<file path="src/source/gem_tx_pkg.sv">
package gem_tx_pkg;

   //--------------------------------------------------------------------------
   // Link geometry
   //--------------------------------------------------------------------------

   localparam int N_LINKS        = 4;                      // Trigger links per board
   localparam int FRAME_MULT     = 4;                      // Clocks per slot, one word each
   localparam int LINK_PAYLOAD_W = 56;                     // Cluster bits per link
   localparam int GEM_DATA_W     = 2 * LINK_PAYLOAD_W;     // Even links low half, odd high
   localparam int SLOT_CNT_W     = $clog2(FRAME_MULT + 1); // Room above the last slot
   localparam logic [SLOT_CNT_W-1:0] SLOT_LAST = SLOT_CNT_W'(FRAME_MULT - 1);

   //--------------------------------------------------------------------------
   // Startup timing, in clock_40 cycles
   //--------------------------------------------------------------------------

   localparam int STARTUP_CNT_W = 10;
   localparam logic [STARTUP_CNT_W-1:0] STARTUP_CNT_MAX = 10'd1023; // Saturation point

   // Per-link transceiver reset hold, link 3 down to link 0
   localparam logic [N_LINKS-1:0][STARTUP_CNT_W-1:0] MGT_RESET_CNT =
      {10'd140, 10'd120, 10'd80, 10'd40};

   localparam logic [STARTUP_CNT_W-1:0] GTXTEST_START_CNT = 10'd160; // Divider reset kick
   localparam logic [STARTUP_CNT_W-1:0] TXRESET_CNT       = 10'd180; // PCS reset pulse
   localparam logic [STARTUP_CNT_W-1:0] DONE_CNT          = 10'd300; // Done strictly above

   // Divider reset windows, both edges exclusive
   localparam int GTXTEST_CNT_W = 6;
   localparam logic [GTXTEST_CNT_W-1:0] GTXTEST_CNT_MAX = 6'd63;
   localparam logic [GTXTEST_CNT_W-1:0] GTXTEST_WIN0_LO = 6'd0;
   localparam logic [GTXTEST_CNT_W-1:0] GTXTEST_WIN0_HI = 6'd16;
   localparam logic [GTXTEST_CNT_W-1:0] GTXTEST_WIN1_LO = 6'd31;
   localparam logic [GTXTEST_CNT_W-1:0] GTXTEST_WIN1_HI = 6'd48;

   localparam int READY_CNT_W = 8;
   localparam logic [READY_CNT_W-1:0] READY_CNT_MAX = 8'd255; // Links stable this long

   //--------------------------------------------------------------------------
   // 8b10b control characters
   //--------------------------------------------------------------------------

   localparam logic [15:0] K_IDLE_WORD = 16'hFFFC; // K28.7 idle while link is down
   localparam logic [1:0]  ISK_COMMA   = 2'b01;    // K flag on the low byte only
   localparam logic [1:0]  ISK_DATA    = 2'b00;

   localparam logic [7:0] K_BC0      = 8'hBC; // K28.5
   localparam logic [7:0] K_RESYNC   = 8'h3C; // K28.1
   localparam logic [7:0] K_OVERFLOW = 8'hFE; // K30.7

   // Bunch sequence markers, indexed by BX LSBs (K28.0, K23.7, K27.7, K29.7)
   localparam logic [3:0][7:0] K_SEQ = {8'hFD, 8'hFB, 8'hF7, 8'h1C};

   //--------------------------------------------------------------------------
   // Types
   //--------------------------------------------------------------------------

   typedef struct packed {
      logic [GEM_DATA_W-1:0] data;     // Cluster word for both link halves
      logic                  bc0;
      logic                  resync;
      logic                  overflow; // More than 8 clusters
      logic [1:0]            bxn_lsbs;
   } gem_frame_in_t;

   // First word of a frame: payload byte 0 over the separator
   typedef struct packed {
      logic [7:0] data_byte;
      logic [7:0] sep_char;
   } comma_word_t;

   typedef union packed {
      logic [15:0] raw;   // Payload words and idle
      comma_word_t comma;
   } tx_word_u;

   typedef struct packed {
      tx_word_u   word;
      logic [1:0] isk;
   } link_tx_t;

   typedef struct packed {
      logic [N_LINKS-1:0] mgt_reset;
      logic               txreset;
      logic               gtxtest_reset; // GTXTEST[1], TX output divider reset
   } mgt_ctrl_t;

endpackage

</file>
<file path="src/source/startup_sequencer.sv">
`timescale 1ns/10ps

module startup_sequencer (
   input  logic                           clock_40,
   input  logic                           rst_n_i,
   input  logic [gem_tx_pkg::N_LINKS-1:0] mgt_reset_i,     // Manual link resets
   input  logic                           txreset_i,       // Manual PCS reset
   input  logic                           gtxtest_start_i, // Manual divider reset start
   output logic [gem_tx_pkg::N_LINKS-1:0] mgt_reset_o,
   output logic                           txreset_o,
   output logic                           gtxtest_start_o,
   output logic                           startup_done_o
);

   import gem_tx_pkg::*;

   logic [STARTUP_CNT_W-1:0] startup_cnt; // Cycles since reset release
   logic                     txreset_seq; // Counter-timed PCS reset

   //--------------------------------------------------------------------------
   // Startup counter
   //--------------------------------------------------------------------------

   always_ff @(posedge clock_40) begin
      if (!rst_n_i) begin
         startup_cnt <= '0;
      end else if (startup_cnt < STARTUP_CNT_MAX) begin
         startup_cnt <= startup_cnt + 1'b1;
      end
   end

   //--------------------------------------------------------------------------
   // Decoded controls, each ORed with its override
   //--------------------------------------------------------------------------

   // Links come out of reset one after another
   for (genvar i = 0; i < N_LINKS; i++) begin : g_mgt_reset
      assign mgt_reset_o[i] = mgt_reset_i[i] | (startup_cnt < MGT_RESET_CNT[i]);
   end

   assign txreset_seq     = (startup_cnt == TXRESET_CNT);     // Single cycle
   assign txreset_o       = txreset_i | txreset_seq;
   assign gtxtest_start_o = gtxtest_start_i | (startup_cnt == GTXTEST_START_CNT);

   // No override here, done only follows the count
   assign startup_done_o = (startup_cnt > DONE_CNT);

   //--------------------------------------------------------------------------
   // Checks
   //--------------------------------------------------------------------------

   // Steps by one or holds at the limit, never wraps back to the reset window
   a_cnt_saturates : assert property (@(posedge clock_40)
      rst_n_i |=> (startup_cnt == $past(startup_cnt) + 1'b1) ||
                  (startup_cnt == STARTUP_CNT_MAX))
      else $error("startup counter left its saturating range");

   // The timed txreset is a true pulse at the output
   a_txreset_pulse : assert property (@(posedge clock_40)
      (txreset_o && !txreset_i) |=> !(txreset_o && !txreset_i))
      else $error("txreset held for two cycles without override");

endmodule

</file>
<file path="src/source/gtxtest_pulse.sv">
`timescale 1ns/10ps

module gtxtest_pulse (
   input  logic clock_40,
   input  logic rst_n_i,
   input  logic gtxtest_start_i, // One-cycle start, restarts the sequence
   output logic gtxtest_reset_o  // TX output divider reset
);

   import gem_tx_pkg::*;

   logic [GTXTEST_CNT_W-1:0] gtxtest_cnt;

   // Parked at the limit so nothing fires until the first start
   always_ff @(posedge clock_40) begin
      if (!rst_n_i) begin
         gtxtest_cnt <= GTXTEST_CNT_MAX;
      end else if (gtxtest_start_i) begin
         gtxtest_cnt <= '0;                  // Restart even mid-sequence
      end else if (gtxtest_cnt < GTXTEST_CNT_MAX) begin
         gtxtest_cnt <= gtxtest_cnt + 1'b1;
      end
   end

   // Two reset windows with a gap between them
   assign gtxtest_reset_o =
      ((gtxtest_cnt > GTXTEST_WIN0_LO) && (gtxtest_cnt < GTXTEST_WIN0_HI)) ||
      ((gtxtest_cnt > GTXTEST_WIN1_LO) && (gtxtest_cnt < GTXTEST_WIN1_HI));

   // Idle counter means dividers run free
   a_idle_quiet : assert property (@(posedge clock_40)
      (gtxtest_cnt == GTXTEST_CNT_MAX) |-> !gtxtest_reset_o)
      else $error("gtxtest reset high with counter saturated");

endmodule

</file>
<file path="src/source/link_ready_monitor.sv">
`timescale 1ns/10ps

module link_ready_monitor (
   input  logic                           clock_40,
   input  logic                           rst_n_i,
   input  logic [gem_tx_pkg::N_LINKS-1:0] tx_done_i,         // Per-link reset done
   input  logic                           force_not_ready_i,
   output logic                           link_up_o,
   output logic                           ready_o
);

   import gem_tx_pkg::*;

   logic                   all_done;  // Every transceiver finished reset
   logic [READY_CNT_W-1:0] ready_cnt; // Time the links have been stable

   assign all_done = &tx_done_i;

   //--------------------------------------------------------------------------
   // Link status and ready flag
   //--------------------------------------------------------------------------

   // Both flags sample the same done level, ready never leads link_up
   always_ff @(posedge clock_40) begin
      if (!rst_n_i) begin
         link_up_o <= 1'b0;
         ready_o   <= 1'b0;
      end else begin
         link_up_o <= all_done;
         ready_o   <= all_done && !force_not_ready_i && (ready_cnt == READY_CNT_MAX);
      end
   end

   //--------------------------------------------------------------------------
   // Ready timer
   //--------------------------------------------------------------------------

   always_ff @(posedge clock_40) begin
      if (!rst_n_i || !link_up_o || force_not_ready_i) begin
         ready_cnt <= '0;                      // Any glitch restarts the wait
      end else if (ready_cnt < READY_CNT_MAX) begin
         ready_cnt <= ready_cnt + 1'b1;
      end
   end

   a_ready_needs_link : assert property (@(posedge clock_40)
      ready_o |-> link_up_o)
      else $error("ready asserted while links are down");

endmodule

</file>
<file path="src/source/trigger_framer.sv">
`timescale 1ns/10ps

module trigger_framer (
   input  logic                                           clock_40,
   input  logic                                           rst_n_i,
   input  logic                                           link_up_i,
   input  gem_tx_pkg::gem_frame_in_t                      frame_i,   // Sampled once per slot
   output gem_tx_pkg::link_tx_t [gem_tx_pkg::N_LINKS-1:0] link_tx_o
);

   import gem_tx_pkg::*;

   logic [SLOT_CNT_W-1:0] slot_cnt; // Word index within the frame
   gem_frame_in_t         frame_q;  // Payload of the frame being sent
   logic [7:0]            sep_char; // Frame separator K-character

   //--------------------------------------------------------------------------
   // Frame slot counter
   //--------------------------------------------------------------------------

   always_ff @(posedge clock_40) begin
      if (!rst_n_i || !link_up_i) begin
         slot_cnt <= '0;                      // Next frame starts at word 0
      end else if (slot_cnt == SLOT_LAST) begin
         slot_cnt <= '0;
      end else begin
         slot_cnt <= slot_cnt + 1'b1;
      end
   end

   //--------------------------------------------------------------------------
   // Capture
   //--------------------------------------------------------------------------

   // Loads on the last word, so word 0 of the next frame sees fresh data
   always_ff @(posedge clock_40) begin
      if (!rst_n_i || !link_up_i || (slot_cnt == SLOT_LAST)) begin
         frame_q <= frame_i;
      end
   end

   //--------------------------------------------------------------------------
   // Separator choice
   //--------------------------------------------------------------------------

   always_comb begin
      if (frame_q.bc0) begin
         sep_char = K_BC0;                    // Orbit marker wins
      end else if (frame_q.resync) begin
         sep_char = K_RESYNC;
      end else if (frame_q.overflow) begin
         sep_char = K_OVERFLOW;
      end else begin
         sep_char = K_SEQ[frame_q.bxn_lsbs];  // Plain bunch sequence marker
      end
   end

   //--------------------------------------------------------------------------
   // Per-link word mux and output register
   //--------------------------------------------------------------------------

   for (genvar i = 0; i < N_LINKS; i++) begin : g_link
      logic [LINK_PAYLOAD_W-1:0] link_data; // This link's half of the clusters
      tx_word_u                  word_d;
      logic [1:0]                isk_d;
      link_tx_t                  tx_q;

      // Even links take the low half, odd links the high half
      assign link_data = frame_q.data[(i % 2) * LINK_PAYLOAD_W +: LINK_PAYLOAD_W];

      always_comb begin
         word_d.raw = K_IDLE_WORD;            // Out-of-range slot
         isk_d      = ISK_COMMA;
         case (slot_cnt)
            SLOT_CNT_W'(0): begin
               word_d.comma.data_byte = link_data[7:0];
               word_d.comma.sep_char  = sep_char;
               isk_d                  = ISK_COMMA;
            end
            SLOT_CNT_W'(1): begin
               word_d.raw = link_data[23:8];
               isk_d      = ISK_DATA;
            end
            SLOT_CNT_W'(2): begin
               word_d.raw = link_data[39:24];
               isk_d      = ISK_DATA;
            end
            SLOT_CNT_W'(3): begin
               word_d.raw = link_data[55:40];
               isk_d      = ISK_DATA;
            end
            default: begin
               word_d.raw = K_IDLE_WORD;
               isk_d      = ISK_COMMA;
            end
         endcase
      end

      always_ff @(posedge clock_40) begin
         if (!rst_n_i || !link_up_i) begin
            tx_q.word.raw <= K_IDLE_WORD;    // Keeps the receiver aligned
            tx_q.isk      <= ISK_COMMA;
         end else begin
            tx_q.word <= word_d;
            tx_q.isk  <= isk_d;
         end
      end

      assign link_tx_o[i] = tx_q;
   end

   a_slot_range : assert property (@(posedge clock_40)
      slot_cnt <= SLOT_LAST)
      else $error("frame slot counter beyond last word");

endmodule

</file>
<file path="src/source/gem_link_tx_top.sv">
`timescale 1ns/10ps

module gem_link_tx_top (
   input  logic                                           clock_40,
   input  logic                                           rst_n_i,
   input  gem_tx_pkg::gem_frame_in_t                      frame_i,
   input  logic [gem_tx_pkg::N_LINKS-1:0]                 tx_done_i,
   input  logic                                           force_not_ready_i,
   input  logic [gem_tx_pkg::N_LINKS-1:0]                 mgt_reset_i,
   input  logic                                           txreset_i,
   input  logic                                           gtxtest_start_i,
   output gem_tx_pkg::link_tx_t [gem_tx_pkg::N_LINKS-1:0] link_tx_o,
   output gem_tx_pkg::mgt_ctrl_t                          mgt_ctrl_o,
   output logic                                           startup_done_o,
   output logic                                           ready_o
);

   import gem_tx_pkg::*;

   //--------------------------------------------------------------------------
   // Internal wires
   //--------------------------------------------------------------------------

   logic [N_LINKS-1:0] mgt_reset;     // Staggered transceiver resets
   logic               txreset;       // One-cycle PCS reset
   logic               gtxtest_start; // Kicks the divider reset windows
   logic               gtxtest_reset;
   logic               link_up;       // All transceivers report done

   // Transceiver control bundle
   assign mgt_ctrl_o.mgt_reset     = mgt_reset;
   assign mgt_ctrl_o.txreset       = txreset;
   assign mgt_ctrl_o.gtxtest_reset = gtxtest_reset;

   //--------------------------------------------------------------------------
   // Startup and transceiver control
   //--------------------------------------------------------------------------

   startup_sequencer u_startup_sequencer (
      .clock_40        (clock_40),
      .rst_n_i         (rst_n_i),
      .mgt_reset_i     (mgt_reset_i),
      .txreset_i       (txreset_i),
      .gtxtest_start_i (gtxtest_start_i),
      .mgt_reset_o     (mgt_reset),
      .txreset_o       (txreset),
      .gtxtest_start_o (gtxtest_start),
      .startup_done_o  (startup_done_o)
   );

   gtxtest_pulse u_gtxtest_pulse (
      .clock_40        (clock_40),
      .rst_n_i         (rst_n_i),
      .gtxtest_start_i (gtxtest_start),
      .gtxtest_reset_o (gtxtest_reset)
   );

   link_ready_monitor u_link_ready_monitor (
      .clock_40          (clock_40),
      .rst_n_i           (rst_n_i),
      .tx_done_i         (tx_done_i),
      .force_not_ready_i (force_not_ready_i),
      .link_up_o         (link_up),
      .ready_o           (ready_o)
   );

   //--------------------------------------------------------------------------
   // Trigger data path
   //--------------------------------------------------------------------------

   trigger_framer u_trigger_framer (
      .clock_40  (clock_40),
      .rst_n_i   (rst_n_i),
      .link_up_i (link_up),    // Idle words until the links are up
      .frame_i   (frame_i),
      .link_tx_o (link_tx_o)
   );

endmodule

</file>
<file path="config.mk">
export PLATFORM = sky130hd
export DESIGN_NAME = gem_link_tx_top
export DESIGN_NICKNAME = d
export VERILOG_FILES = /design/src/source/gem_tx_pkg.sv /design/src/source/startup_sequencer.sv /design/src/source/gtxtest_pulse.sv /design/src/source/link_ready_monitor.sv /design/src/source/trigger_framer.sv /design/src/source/gem_link_tx_top.sv
export SDC_FILE = /design/constraint.sdc
export NUM_CORES = 1
export LEC_CHECK = 0
export BUFFER_PORTS_ARGS = -buffer_cell sky130_fd_sc_hd__buf_2
export CAP_MARGIN = 20
export CORE_MARGIN = 2
export CORE_UTILIZATION = 35
export DETAILED_ROUTE_END_ITERATION = 6
export GPL_TIMING_DRIVEN = 1
export HOLD_SLACK_MARGIN = 0.03
export PLACE_DENSITY_LB_ADDON = 0.3
export SYNTH_ARGS = -nofsm -noshare
export SYNTH_HDL_FRONTEND = slang
export SYNTH_SLANG_ARGS = --single-unit
</file>
<file path="constraint.sdc">
create_clock -name clock_40 -period 2.8 [get_ports clock_40]
set_input_delay 0.42 -clock clock_40 [delete_from_list [all_inputs] [get_ports clock_40]]
set_output_delay 0.42 -clock clock_40 [all_outputs]
set_load 0.1 [all_outputs]
</file>
==> results of run 1 <==
-- flip-flops by register name (all words and copies together) (netlist names) --
signal,cells
u_trigger_framer.frame_q,117
u_trigger_framer.link_tx_o,33
u_startup_sequencer.startup_cnt,10
u_link_ready_monitor.ready_cnt,8
u_gtxtest_pulse.gtxtest_cnt,6
u_trigger_framer.slot_cnt,3
u_link_ready_monitor.link_up_o,1
u_link_ready_monitor.ready_o,1
-- placed cells by master, fill, tap and decap left out, drive strengths merged, types with 14 or more instances in the layout --
cell type | Yosys | final
edfxtp | 117 | 117
nand2 | 25 | 25
nor2 | 28 | 28
clkbuf | 16 | 17
nand3 | 29 | 29
a222oi | 14 | 14
dfxtp | 62 | 62
a22oi | 32 | 32
inv | 15 | 22
buf | 46 | 211
-- metal layers --
layer	part of all wire (%)	track usage, %	vias to the layer above
met3	7.8	4.698	15
met1	44	19.32	2132
met2	47	24.11	182
li1	-	-	2149
met4	1.4	4.954	0
met5	0	0	-
-- kinds of logic (layout without fill, tap and decap cells) --
| family | Yosys count | in the layout |
|---|---|---|
| DFF | 179 | 179 |
| and+or+nand+nor | 116 | 116 |
| AOI/OAI and AO/OA | 92 | 92 |
| buffers and inverters | 77 | 258 |
| adders and majority gates | 13 | 13 |
| xor gates and xnor gates | 9 | 9 |
| muxes | 5 | 5 |
| other | 1 | 5 |
-- area by class of cell --
| class | instances | area share, % |
|---|---|---|
| antenna | 1 | 0.02949 |
| clock inverter | 15 | 1.961 |
| multi-input combinational | 239 | 19.33 |
| timing repair buffer | 211 | 13.06 |
| tap | 265 | 3.907 |
| clock buffer | 17 | 5.013 |
| inverter | 15 | 0.6635 |
| sequential | 179 | 56.03 |
-- stage by stage --
step                      utilization [%]  hold WS [ns]  worst slack, ns
final                               44.03        0.1562           0.3901
after global routing                44.02        0.1387           0.2958
after CTS                           44.02        0.1442           0.3903
after global placement              40.95        0.4441           0.8781
after detailed placement            40.95        0.4383           0.8677
after floorplan                         -        0.3975          0.03344
-- power by group --
part	switching [W]	leakage, nW	internal [W]
Clock	0.00115	0.287	0.00120
Sequential	0.0000473	1.74	0.00292
Combinational	0.000152	1.36	0.000105
-- worst paths after layout --
path,from,to,slack (ns),cells past startpoint
worst max-delay path,u_startup_sequencer.startup_cnt[0],startup_done_o,0.39,6
worst min register to register,u_trigger_framer.frame_q[17],u_trigger_framer.link_tx_o[6],0.46,2
worst min-delay path,frame_i[62],u_trigger_framer.frame_q[62],0.16,1
worst max register to register,u_trigger_framer.slot_cnt[1],u_trigger_framer.link_tx_o[3],0.91,5
==> reports/results.txt, run 1 <==
The most common cell in the synthesized netlist is sky130_fd_sc_hd__edfxtp_1. The multi-input combinational cells in the finished layout cover a total of 1640 um^2. Yosys mapped a number of flops with a built-in enable equal to 117. Derived from the worst setup path, the maximum achievable clock frequency is 415.0 MHz. The leakage power summed over all cells is 3.383 nW. The endpoint type of the worst setup path is a primary output. After synthesis, the share of cell area in mux cells is 0.7348%. Routability-driven placement finished with a final weighted congestion of 0.8274.

For the post-synthesis cell count, the log shows 492. In this run the remaining antenna-violating nets after routing total 0. The worst relative slew slack is 34.49%.

For this run, the leading register cell type out of synthesis is sky130_fd_sc_hd__edfxtp_1. The cell with the biggest individual delay on the critical path was sky130_fd_sc_hd__buf_2. The run gives 0 as the number of max-slew violations in the final report.

The final-report hold violation count came out at 0. The number of iterations in the first detailed-routing pass was 4; the slew at the pin closest to its max-slew limit was 0.9806 ns. For this run, the slowest stage of the critical path takes 0.42 ns.

For the combined flip-flop and latch cell area, the log shows 4755 um^2. In this run the tool buffered the top-level ports with 205 buffer cells. The detailed router placed 4,478 vias in this run. After layout, the minimum clock period comes to 2.410 ns. In the synthesized netlist the async set-or-reset flop fraction comes to 0%.

Layout filler cell count: 1,835. The post-CTS setup repair buffer count is 0, and the count of yosys warnings during synthesis is 0. In this run the worst hold path is classified as input port to flop.

After synthesis, the largest family of logic cells by area is compound AO/OA/AOI/OAI gates. The mean instance size in the synthesized netlist is 13.84 um^2. The cell area after synthesis is 6812 um^2, and the width of the die is 143.5 um. The post-route DRC violation count was 0; the total number of clock tree sinks was 179. The synthesized netlist devotes 10.18% of its cell area to compound gates. The logs give 4,389 for the via count of the first global-routing pass and 19,270 um^2 for the area inside the core boundary. After routing, the total negative slack on setup checks comes to 0 ns. By area the synthesized netlist is led by sky130_fd_sc_hd__edfxtp_1 52%, sky130_fd_sc_hd__dfxtp_1 18%, sky130_fd_sc_hd__buf_4 4.5%. The synthesis-to-layout area growth is 24.58%, and the number of placed instances with taps included is 909. Setup repair after global routing left no endpoint under its margin. CTS H-tree depth: 4. After clock tree synthesis, the clock-pin slew on the worst setup and hold paths is 0.08 ns. Of all cell types, the one taking the most synthesized area is sky130_fd_sc_hd__edfxtp_1.

Worst setup path category: flop to primary output. After detailed routing, the number of vias per cell comes to 4.754. For this configuration, the core starts out at a cell density of 35.35%. The remaining global-route overflow was 0; the count of hold buffers inserted by post-cts repair was 0.

Clock tree synthesis selected as its root buffer the cell sky130_fd_sc_hd__clkbuf_16. Summing the areas of all xor and xnor instances in the mapped netlist gives 1.157% of the synthesized area. Traced cell by cell, the critical path runs through inv_1 -> ha_1 -> o21ai_0 -> a211o_1 -> a21o_1 -> buf_2.

The highest net fanout along the worst path was 4. Gates resized during post-CTS repair numbered 0. After detailed routing, the average wire length per cell comes to 16.44 um. Portion of the post-synthesis area used by sequential elements: 69.80%. The die is 143.5 um tall.

For the die area, the log shows 20,590 um^2. The area share of the largest cell type after synthesis was 51.58%; the first-pass GRT wire length was 23,080 um. The post-route netlist has 38.46% of its cells at a drive strength greater than 1.

By count the netlist is led by 117 x sky130_fd_sc_hd__edfxtp_1, 62 x sky130_fd_sc_hd__dfxtp_1, 41 x sky130_fd_sc_hd__buf_4. The run gives 40 as the pin count of the biggest net entering global routing. During I/O placement, the number of pins put on the boundary was 210. Global routing used 15.00% of the available tracks. The floorplan has 51 rows.

The worst setup path is launched from a flop. The data arrival time of the worst path is 1.99 ns, and the number of buffers and inverters on the critical path is 2. The flop and latch count out of synthesis came out at 179. At the worst endpoint, the required time is 2.38 ns. Across the routed clock network, the largest skew measured is 0.01813 ns. After Yosys synthesis, full adders, half adders and majority gates account for 2.388% of the synthesized area. Among cell families on the critical path, the largest total delay comes from buffers and inverters. The run finished with clean final reports. TritonCTS created 17 clock buffers. The detailed router finished its first iteration with 258 violations. The final instance count without filler cells was 942; the maximum vdd drop was 0.3943 mV. TritonCTS built the clock tree.

The wire-length estimate of the detail-placed layout is 10,660 um. The initial antenna violation count is 3. Max-cap violations in this run came to 0.

The final critical-path share of the clock period is 86.07%, and the final instance area is 8486 um^2. Total power for the finished layout comes to 0.005570 W. Dividing total power by cell area gives a power density of 656.4 nW/um^2. The simple-gate area share of the yosys netlist was 9.074%; the routed wire length was 15,490 um. The number of different library cells used by synthesis comes to 54.

Setup violations remaining at the end of the flow were counted as 0. Counting along the longest clock path gives a buffer depth of 2. At the end of the flow, the number of nets in the layout was 806. The run gives 0.43 ns as the clock insertion delay at the later pin of the skew report.

Post-place instance area: 7891 um^2.
No activity file was read; power rests on OpenSTA's default activity.
==> run 2, diff against run 1 <==
--- a/config.mk
+++ b/config.mk
@@ -13,6 +13,7 @@
 export GPL_TIMING_DRIVEN = 1
 export HOLD_SLACK_MARGIN = 0.03
 export PLACE_DENSITY_LB_ADDON = 0.3
+export SETUP_SLACK_MARGIN = 0.4
 export SYNTH_ARGS = -nofsm -noshare
 export SYNTH_HDL_FRONTEND = slang
 export SYNTH_SLANG_ARGS = --single-unit
==> reports/results.txt, run 2 (same netlist as run 1, synthesis figures left out) <==
The share of layout cells above drive strength 1 works out to 38.55% (+0.091 points). The layout net count was 807 (+0.12%). The overall power is 0.005714 W (+2.6%), and the leakage power summed over all cells is 3.381 nW (about the same).

The upper clock frequency limit came out at 438.9 MHz (+5.8%). For the number of nets with antenna violations after detailed routing, the log shows 0 (unchanged). The run gives 0.42 ns (about the same) as the clock insertion delay at the later pin of the skew report. The run gives 2.38 ns (about the same) as the required time reported for the critical path endpoint.

The final routed wire length divided by cell count was 16.33 um (-0.71%); the die area was 20,590 um^2 (unchanged). The flow ran to the end, and the final reports show no timing, DRC or antenna violations. The setup total negative slack came out at 0 ns (unchanged).

The post-place instance area was 7878 um^2 (-0.17%). The vertical extent of the die is 143.5 um (unchanged). The tools report the number of iterations in the first detailed-routing pass as 5 (+1).

The tools report the endpoint type of the worst setup path as a primary output. The logs give 10,750 um (+0.87%) for the detailed-placement wirelength estimate and 2 (-1) for the initial antenna violation count. Detailed router's first-iteration violation count: 245 (-5.0%). The effective utilization at floorplan came out at 35.35% (unchanged). The global-route usage over all layers was 15.09% (+0.083 points). The number of buffers on the longest clock path was 2 (unchanged); the reg-to-reg setup timing slack was 0.95 ns (+0.04 ns). The area growth from synthesis to layout is 24.83%. The final instance area is 8503 um^2 (+0.21%), and the detailed-route vias per instance is 4.813 (+1.3%). The highest net fanout along the worst path is 4 (unchanged). The width of the die came out at 143.5 um (unchanged). The class of the tightest hold or removal check was input port to flop. Post-route DRC violation count: 0 (unchanged).

The via total after detailed routing is 4,539 (+1.4%). The largest register by flop count is u_trigger_framer.frame_q. The final-report hold violation count was 0 (unchanged). The data arrival time of the worst path came out at 1.86 ns (-0.13 ns).

The maximum vdd drop is 0.4226 mV (+7.2%). The total area of multi-input combinational cells is 1644 um^2 (+0.23%), and the clock-pin slew reported for the worst setup and hold paths after clock tree synthesis is 0.07 ns (about the same). TritonCTS built the clock tree. The first-pass GRT wire length is 23,160 um (+0.33%), and the total number of clock tree sinks is 179 (unchanged). The worst relative slew slack is 36.65% (+2.2 points), and the number of flip-flops in the largest register is 117 (unchanged).

The slew at the pin closest to its max-slew limit came out at 0.9483 ns (-0.03230 ns). The run gives 0 (unchanged) as the number of max-slew violations in the final report. Placer's final routability congestion estimate: 0.8477 (+2.5%).

The combined flip-flop and latch cell area came out at 4755 um^2 (unchanged). The worst setup path category is flop to primary output. The pin count of the biggest net entering global routing is 50 (+25%), and the number of input and output port buffers inserted is 205 (unchanged).

Cell row count: 51 (unchanged). The worst setup path is launched from a flop. The library cell used most frequently in the layout, excluding fill and tap cells, is sky130_fd_sc_hd__buf_2.

The final critical-path share of the clock period is 81.37% (-4.7 points). The area inside the core boundary was 19,270 um^2 (unchanged); the layout filler cell count was 1,798 (-2.0%). Number of maximum-capacitance violations: 0 (unchanged). The final period demand of the worst path is 2.278 ns (-0.1316 ns), and the remaining global-route overflow is 0 (unchanged). The logs give 0.008094 ns (-0.01003 ns) for the maximum clock skew at final layout and 4 (unchanged) for the CTS H-tree depth.

The number of failing setup endpoints in the final timing report was 0 (unchanged). The tools report the routed wire length as 15,400 um (-0.61%). Setup repair after global routing left no endpoint under its margin.

The post-CTS setup repair buffer count is 0 (unchanged), and the number of top-level pins is 210 (unchanged). The number of buffers inserted during clock tree synthesis is 17 (unchanged), and the share of the core filled with cells is 44.12% (+0.091 points). The final hold slack was 0.1644 ns (+0.008245 ns); the via count of the first global-routing pass was 4,458 (+1.6%). The tools report the CTS root buffer as sky130_fd_sc_hd__clkbuf_16.

The areal power density over the cells came out at 672.0 nW/um^2 (+2.4%). In the layout the commonest cells are 203 x sky130_fd_sc_hd__buf_2, 117 x sky130_fd_sc_hd__edfxtp_1, 62 x sky130_fd_sc_hd__dfxtp_1.
run 2: changes by cell type in the layout (fill, tap and decap cells not counted):
cell and delta:
sky130_fd_sc_hd__buf_4 +4, sky130_fd_sc_hd__o21bai_2 +1, sky130_fd_sc_hd__clkinvlp_4 +1, sky130_fd_sc_hd__bufinv_16 +3
sky130_fd_sc_hd__clkinv_4 -1, sky130_fd_sc_hd__buf_2 -2, sky130_fd_sc_hd__clkbuf_1 +1, sky130_fd_sc_hd__clkinv_2 -1
sky130_fd_sc_hd__inv_6 +3, sky130_fd_sc_hd__inv_8 -2, sky130_fd_sc_hd__buf_12 -2, sky130_fd_sc_hd__o21bai_1 -1
sky130_fd_sc_hd__clkinv_8 -4, sky130_fd_sc_hd__clkbuf_4 +1
run 2: power breakdown:
part           total, W  internal [W]  switching, W  leakage (nW)
sequential      0.00297       0.00292     0.0000467          1.74
clock           0.00249       0.00144       0.00105         0.297
combinational  0.000258      0.000105      0.000153          1.34
run 2: critical path, stage by stage (launching register included):
cell	delay (ns)
sky130_fd_sc_hd__dfxtp_1	0.38
sky130_fd_sc_hd__inv_1	0.09
sky130_fd_sc_hd__ha_1	0.22
sky130_fd_sc_hd__o21ai_0	0.20
sky130_fd_sc_hd__a211o_1	0.15
sky130_fd_sc_hd__a21o_1	0.11
sky130_fd_sc_hd__buf_4	0.28
run 2: through the flow:
step / instances / setup WS, ns
detailed placement: 910 / 0.8459
global route: 942 / 0.4450
CTS: 942 / 0.4381
floorplan: 495 / 0.6214
finish: 943 / 0.5217
global placement: 910 / 0.8824
run 2: worst paths after layout:
path / startpoint / cells past startpoint / endpoint
max: u_startup_sequencer.startup_cnt[0] / 6 / startup_done_o
min: frame_i[20] / 1 / u_trigger_framer.frame_q[20]
max reg2reg: u_trigger_framer.slot_cnt[0] / 4 / u_trigger_framer.link_tx_o[20]
min reg2reg: u_link_ready_monitor.link_up_o / 1 / u_trigger_framer.link_tx_o[54]
run 2: layer usage:
| layer | track usage [%] | part of all wire, % | wire length (um) | vias to the layer above |
|---|---|---|---|---|
| met4 | 4.489 | 0.96 | 148 | 4 |
| met2 | 24.09 | 47 | 7266 | 185 |
| met3 | 5.398 | 7.0 | 1084 | 16 |
| li1 | - | - | - | 2146 |
| met5 | 0 | 0.14 | 22 | - |
| met1 | 19.35 | 45 | 6874 | 2188 |
run 2: repair_timing:
action,4_1_cts,5_1_grt
setup endpoints to repair,1,1
gates resized for setup,1,1
endpoints found under the hold margin,0,0
hold buffers,0,0
run 2: layout make-up:
type,instances,area share [%]
antenna,1,0.02943
clock buffer,18,5.047
clock inverter,14,2.222
inverter,15,0.6622
multi-input combinational,239,19.33
sequential,179,55.92
tap,265,3.899
timing repair buffer,212,12.89
==> run 3, diff against run 2 <==
--- a/config.mk
+++ b/config.mk
@@ -5,6 +5,7 @@
 export SDC_FILE = /design/constraint.sdc
 export NUM_CORES = 1
 export LEC_CHECK = 0
+export ABC_AREA = 1
 export BUFFER_PORTS_ARGS = -buffer_cell sky130_fd_sc_hd__buf_2
 export CAP_MARGIN = 20
 export CORE_MARGIN = 2
==> constraint.sdc (replaced) <==
create_clock -name clock_40 -period 1.85 [get_ports clock_40]
set_input_delay 0.2775 -clock clock_40 [delete_from_list [all_inputs] [get_ports clock_40]]
set_output_delay 0.2775 -clock clock_40 [all_outputs]
set_load 0.1 [all_outputs]
==> reports/results.txt, run 3 <==
The run finished with clean final reports. For the power dissipated by switching net loads, the log shows 0.002265 W (+81%). The vertical extent of the die was 146.3 um (+1.9%). The clock-pin slew reported for the worst setup and hold paths after clock tree synthesis works out to 0.08 ns (about the same). The share of layout cells above drive strength 1 works out to 42.35% (+3.8 points).

The first-pass GRT wire length was 31,020 um (+34%); the via total after detailed routing was 5,853 (+29%). Setup repair after global routing could not meet its margin everywhere. Global-route usage over all layers: 18.97% (+3.9 points). The share of power burned in registers came out at 50.1% (-1.8 points).

Startpoint kind of the worst setup timing path: a flop. The run gives 0 (unchanged) as the post-route DRC violation count. Detailed-route vias per instance: 4.623 (-4.0%). The detailed router's first-iteration violation count is 165 (-33%), and the number of buffers on the longest clock path is 2 (unchanged).

In this run the worst hold path is classified as input port to flop. In this run the clock root is driven by a sky130_fd_sc_hd__clkbuf_16. For the total number of clock tree sinks, the log shows 179 (unchanged). The logic gate share of total power is 8.5% (+4.0 points). The number of max-slew violations in the final report is 0 (unchanged). The CTS H-tree depth is 4 (unchanged). For the number of buffers inserted during clock tree synthesis, the log shows 17 (unchanged). Synthesis-to-layout area growth: 64.12%. The cell row count was 52 (+2.0%). The cell with the biggest individual delay on the critical path was sky130_fd_sc_hd__dfxtp_2. The number of failing setup endpoints in the final timing report is 0 (unchanged). In this design, the largest share of critical-path delay is due to flip-flops.

The area share of the largest cell type after synthesis is 49.58% (-2.0 points). The required time reported for the critical path endpoint was 1.57 ns (-0.81 ns). The maximum single-stage delay on the critical path came out at 0.34 ns (-0.04 ns).

The final routed wire length divided by cell count is 16.13 um (-1.2%). Leaving out fill and tap cells, the most frequent cells in the layout are 129 x sky130_fd_sc_hd__buf_2, 128 x sky130_fd_sc_hd__nand2_1, 118 x sky130_fd_sc_hd__dlygate4sd3_1. The number of input and output port buffers inserted was 205 (unchanged); the flop and latch count out of synthesis was 179 (unchanged). The tools report the clock network power share as 41.4% (-2.2 points). The tools report the die area as 21,400 um^2 (+3.9%). Yosys instantiated no cell more often than sky130_fd_sc_hd__nand2_1. The logs give 1,124 (+39%) for the layout net count and 0 (unchanged) for the final-report hold violation count. Worst setup path category: flop to primary output. The placer's final routability congestion estimate was 0.8225 (-3.0%).

The count of yosys warnings during synthesis is 0 (unchanged). The tools report the data arrival time of the worst path as 1.55 ns (-0.31 ns). The layout filler cell count was 1,593 (-11%); the final critical-path share of the clock period was 98.64%. The portion of the post-synthesis area used by sequential elements is 67.09% (-2.7 points). The clock insertion delay at the later pin of the skew report came out at 0.44 ns (+0.02 ns). Maximum clock skew at final layout: 0.01559 ns (+0.007499 ns). In the post-synthesis netlist, the biggest area contributors are sky130_fd_sc_hd__edfxtp_1 50%, sky130_fd_sc_hd__dfxtp_1 18%, sky130_fd_sc_hd__nand2_1 7.1%.

The width of the die was 146.3 um (+1.9%). The run gives 0.006685 W (+50%) as the internal power. TritonCTS built the clock tree. The initial antenna violation count was 2 (unchanged). Leakage power summed over all cells: 4.898 nW (+45%). The share of total power consumed by net switching works out to 25.30% (+3.4 points). The detailed-placement wirelength estimate came out at 11,180 um (+4.0%).

The effective utilization at floorplan is 35.36% (about the same). The via count of the first global-routing pass was 5,860 (+31%); the number of flip-flops in the largest register was 117 (unchanged). The tools report the post-synthesis cell type count as 38 (-30%). The remaining global-route overflow was 0 (unchanged).

The tools report the pin count of the biggest net entering global routing as 29 (-42%). Traced cell by cell, the critical path runs through inv_2 -> ha_4 -> inv_4 -> nand3_2 -> a41oi_4 -> buf_12. The number of nets with antenna violations after detailed routing was 0 (unchanged); the number of buffers and inverters on the critical path was 3 (+1).

Counting flops per register, the top entry is u_trigger_framer.frame_q. For this run, the leading register cell type out of synthesis is sky130_fd_sc_hd__edfxtp_1. The run gives 0.5887 mV (+39%) as the maximum vdd drop.

The share of the core filled with cells is 58.04% (+14 points), and the routed wire length is 20,420 um (+33%). Number of top-level pins: 210 (unchanged). The number of flops mapped to enable cells by yosys is 117 (unchanged), and the async set or reset register ratio after synthesis is 0% (unchanged).

The most common cell after layout, fill and taps aside is sky130_fd_sc_hd__buf_2. The final period demand of the worst path was 1.825 ns; the cell area after synthesis was 7087 um^2 (+4.0%). The area inside the core boundary was 20,040 um^2 (+4.0%); the mean instance size in the synthesized netlist was 11.21 um^2 (-19%). Upper clock frequency limit: 548.0 MHz. After synthesis, the most frequently instantiated cells are 134 x sky130_fd_sc_hd__nand2_1, 117 x sky130_fd_sc_hd__edfxtp_1, 62 x sky130_fd_sc_hd__dfxtp_1.

The cell type with the highest aggregate area in the netlist is sky130_fd_sc_hd__edfxtp_1. The number of maximum-capacitance violations came out at 0 (unchanged). The post-synthesis cell count was 632 (+28%). The highest net fanout along the worst path is 2 (-2). The overall power is 0.008950 W (+57%). The areal power density over the cells was 769.5 nW/um^2 (+15%).

STA classifies the critical path endpoint as a primary output. The number of iterations in the first detailed-routing pass is 4 (-1).
run 3: cell types whose count changed in the layout (fill, tap and decap cells not counted), moves of 26 or more:
cell / delta
sky130_fd_sc_hd__dlygate4sd3_1: +118
sky130_fd_sc_hd__buf_2: -74
sky130_fd_sc_hd__nand4_1: +26
sky130_fd_sc_hd__a22oi_1: -32
sky130_fd_sc_hd__dfxtp_1: -49
sky130_fd_sc_hd__buf_4: +82
sky130_fd_sc_hd__dfxtp_2: +40
sky130_fd_sc_hd__nand2_1: +103
run 3: power by group through the flow:
stage	clock [W]	sequential [W]	combinational, W
after floorplan	0	0.00458	0.000240
after global placement	0	0.00458	0.000434
after detailed placement	0	0.00458	0.000440
after CTS	0.00377	0.00448	0.000712
after global routing	0.00397	0.00450	0.000817
final	0.00371	0.00449	0.000758
run 3: path summary, 6_finish.rpt:
kind,end,depth (start not counted),slack (ns),startpoint
min reg2reg,u_trigger_framer.link_tx_o[4],2,0.46,u_trigger_framer.frame_q[15]
max,startup_done_o,6,0.03,u_startup_sequencer.startup_cnt[1]
max reg2reg,u_trigger_framer.frame_q[105],6,0.24,u_trigger_framer.slot_cnt[0]
min,u_link_ready_monitor.link_up_o,3,0.09,tx_done_i[0]
run 3: per-stage QoR:
| stage | setup slack (ns) | hold WS, ns | cells | setup TNS [ns] | area (um^2) |
|---|---|---|---|---|---|
| 6_report | 0.02511 | 0.09373 | 1266 | 0 | 11630 |
| 5_1_grt | -0.06201 | 0.1046 | 1266 | -0.2221 | 11630 |
| 4_1_cts | -0.03642 | 0.07247 | 1247 | -0.03642 | 11200 |
| 3_5_place_dp | 0.01126 | 0.4515 | 1059 | 0 | 8374 |
| 3_3_place_gp | 0.07045 | 0.4437 | 1059 | 0 | 8374 |
| 2_1_floorplan | -0.1755 | 0.3560 | 635 | -20.60 | 7257 |
run 3: routing by layer:
metal	wire, um	vias to the layer above	part of all wire, %	global-route usage, %
met4	466	0	2.3	7.282
met1	8332	2792	41	23.07
met5	0	-	0	0
met2	10550	198	52	32.29
met3	1062	31	5.2	5.156
li1	-	2832	-	-
run 3: repair_timing:
| action | CTS | global route |
|---|---|---|
| resized for setup | 148 | 49 |
| hold buffers | 118 | 0 |
| hold endpoints to repair | 118 | 0 |
| buffers inserted | 25 | 14 |
| gates cloned | 13 | 3 |
| pin swaps | 11 | 15 |
| endpoints found under the setup margin | 226 | 153 |
run 3: logic make-up after synthesis:
family	synth area share (%)
adders and majority gates	2.295
AOI/OAI and AO/OA	4.714
buffers and inverters	8.386
DFF	67.09
other	0.05292
xor gates and xnor gates	0.8651
and+or+nand+nor	16.60
run 3: final cells by class:
class / instances / area [um^2] / share of cell area, %
Multi-Input combinational cell: 348 / 2105 / 18.09
Clock buffer: 17 / 425.4 / 3.657
Tap cell: 270 / 337.8 / 2.904
Clock inverter: 15 / 205.2 / 1.764
Antenna cell: 2 / 5.005 / 0.04303
Inverter: 50 / 207.7 / 1.786
Sequential cell: 179 / 4838 / 41.60
Timing Repair Buffer: 385 / 3507 / 30.15
run 3: worst min-delay path, stage by stage:
cell and delay, ns:
sky130_fd_sc_hd__buf_2 0.09, sky130_fd_sc_hd__nand3_1 0.07, sky130_fd_sc_hd__nor2_1 0.04
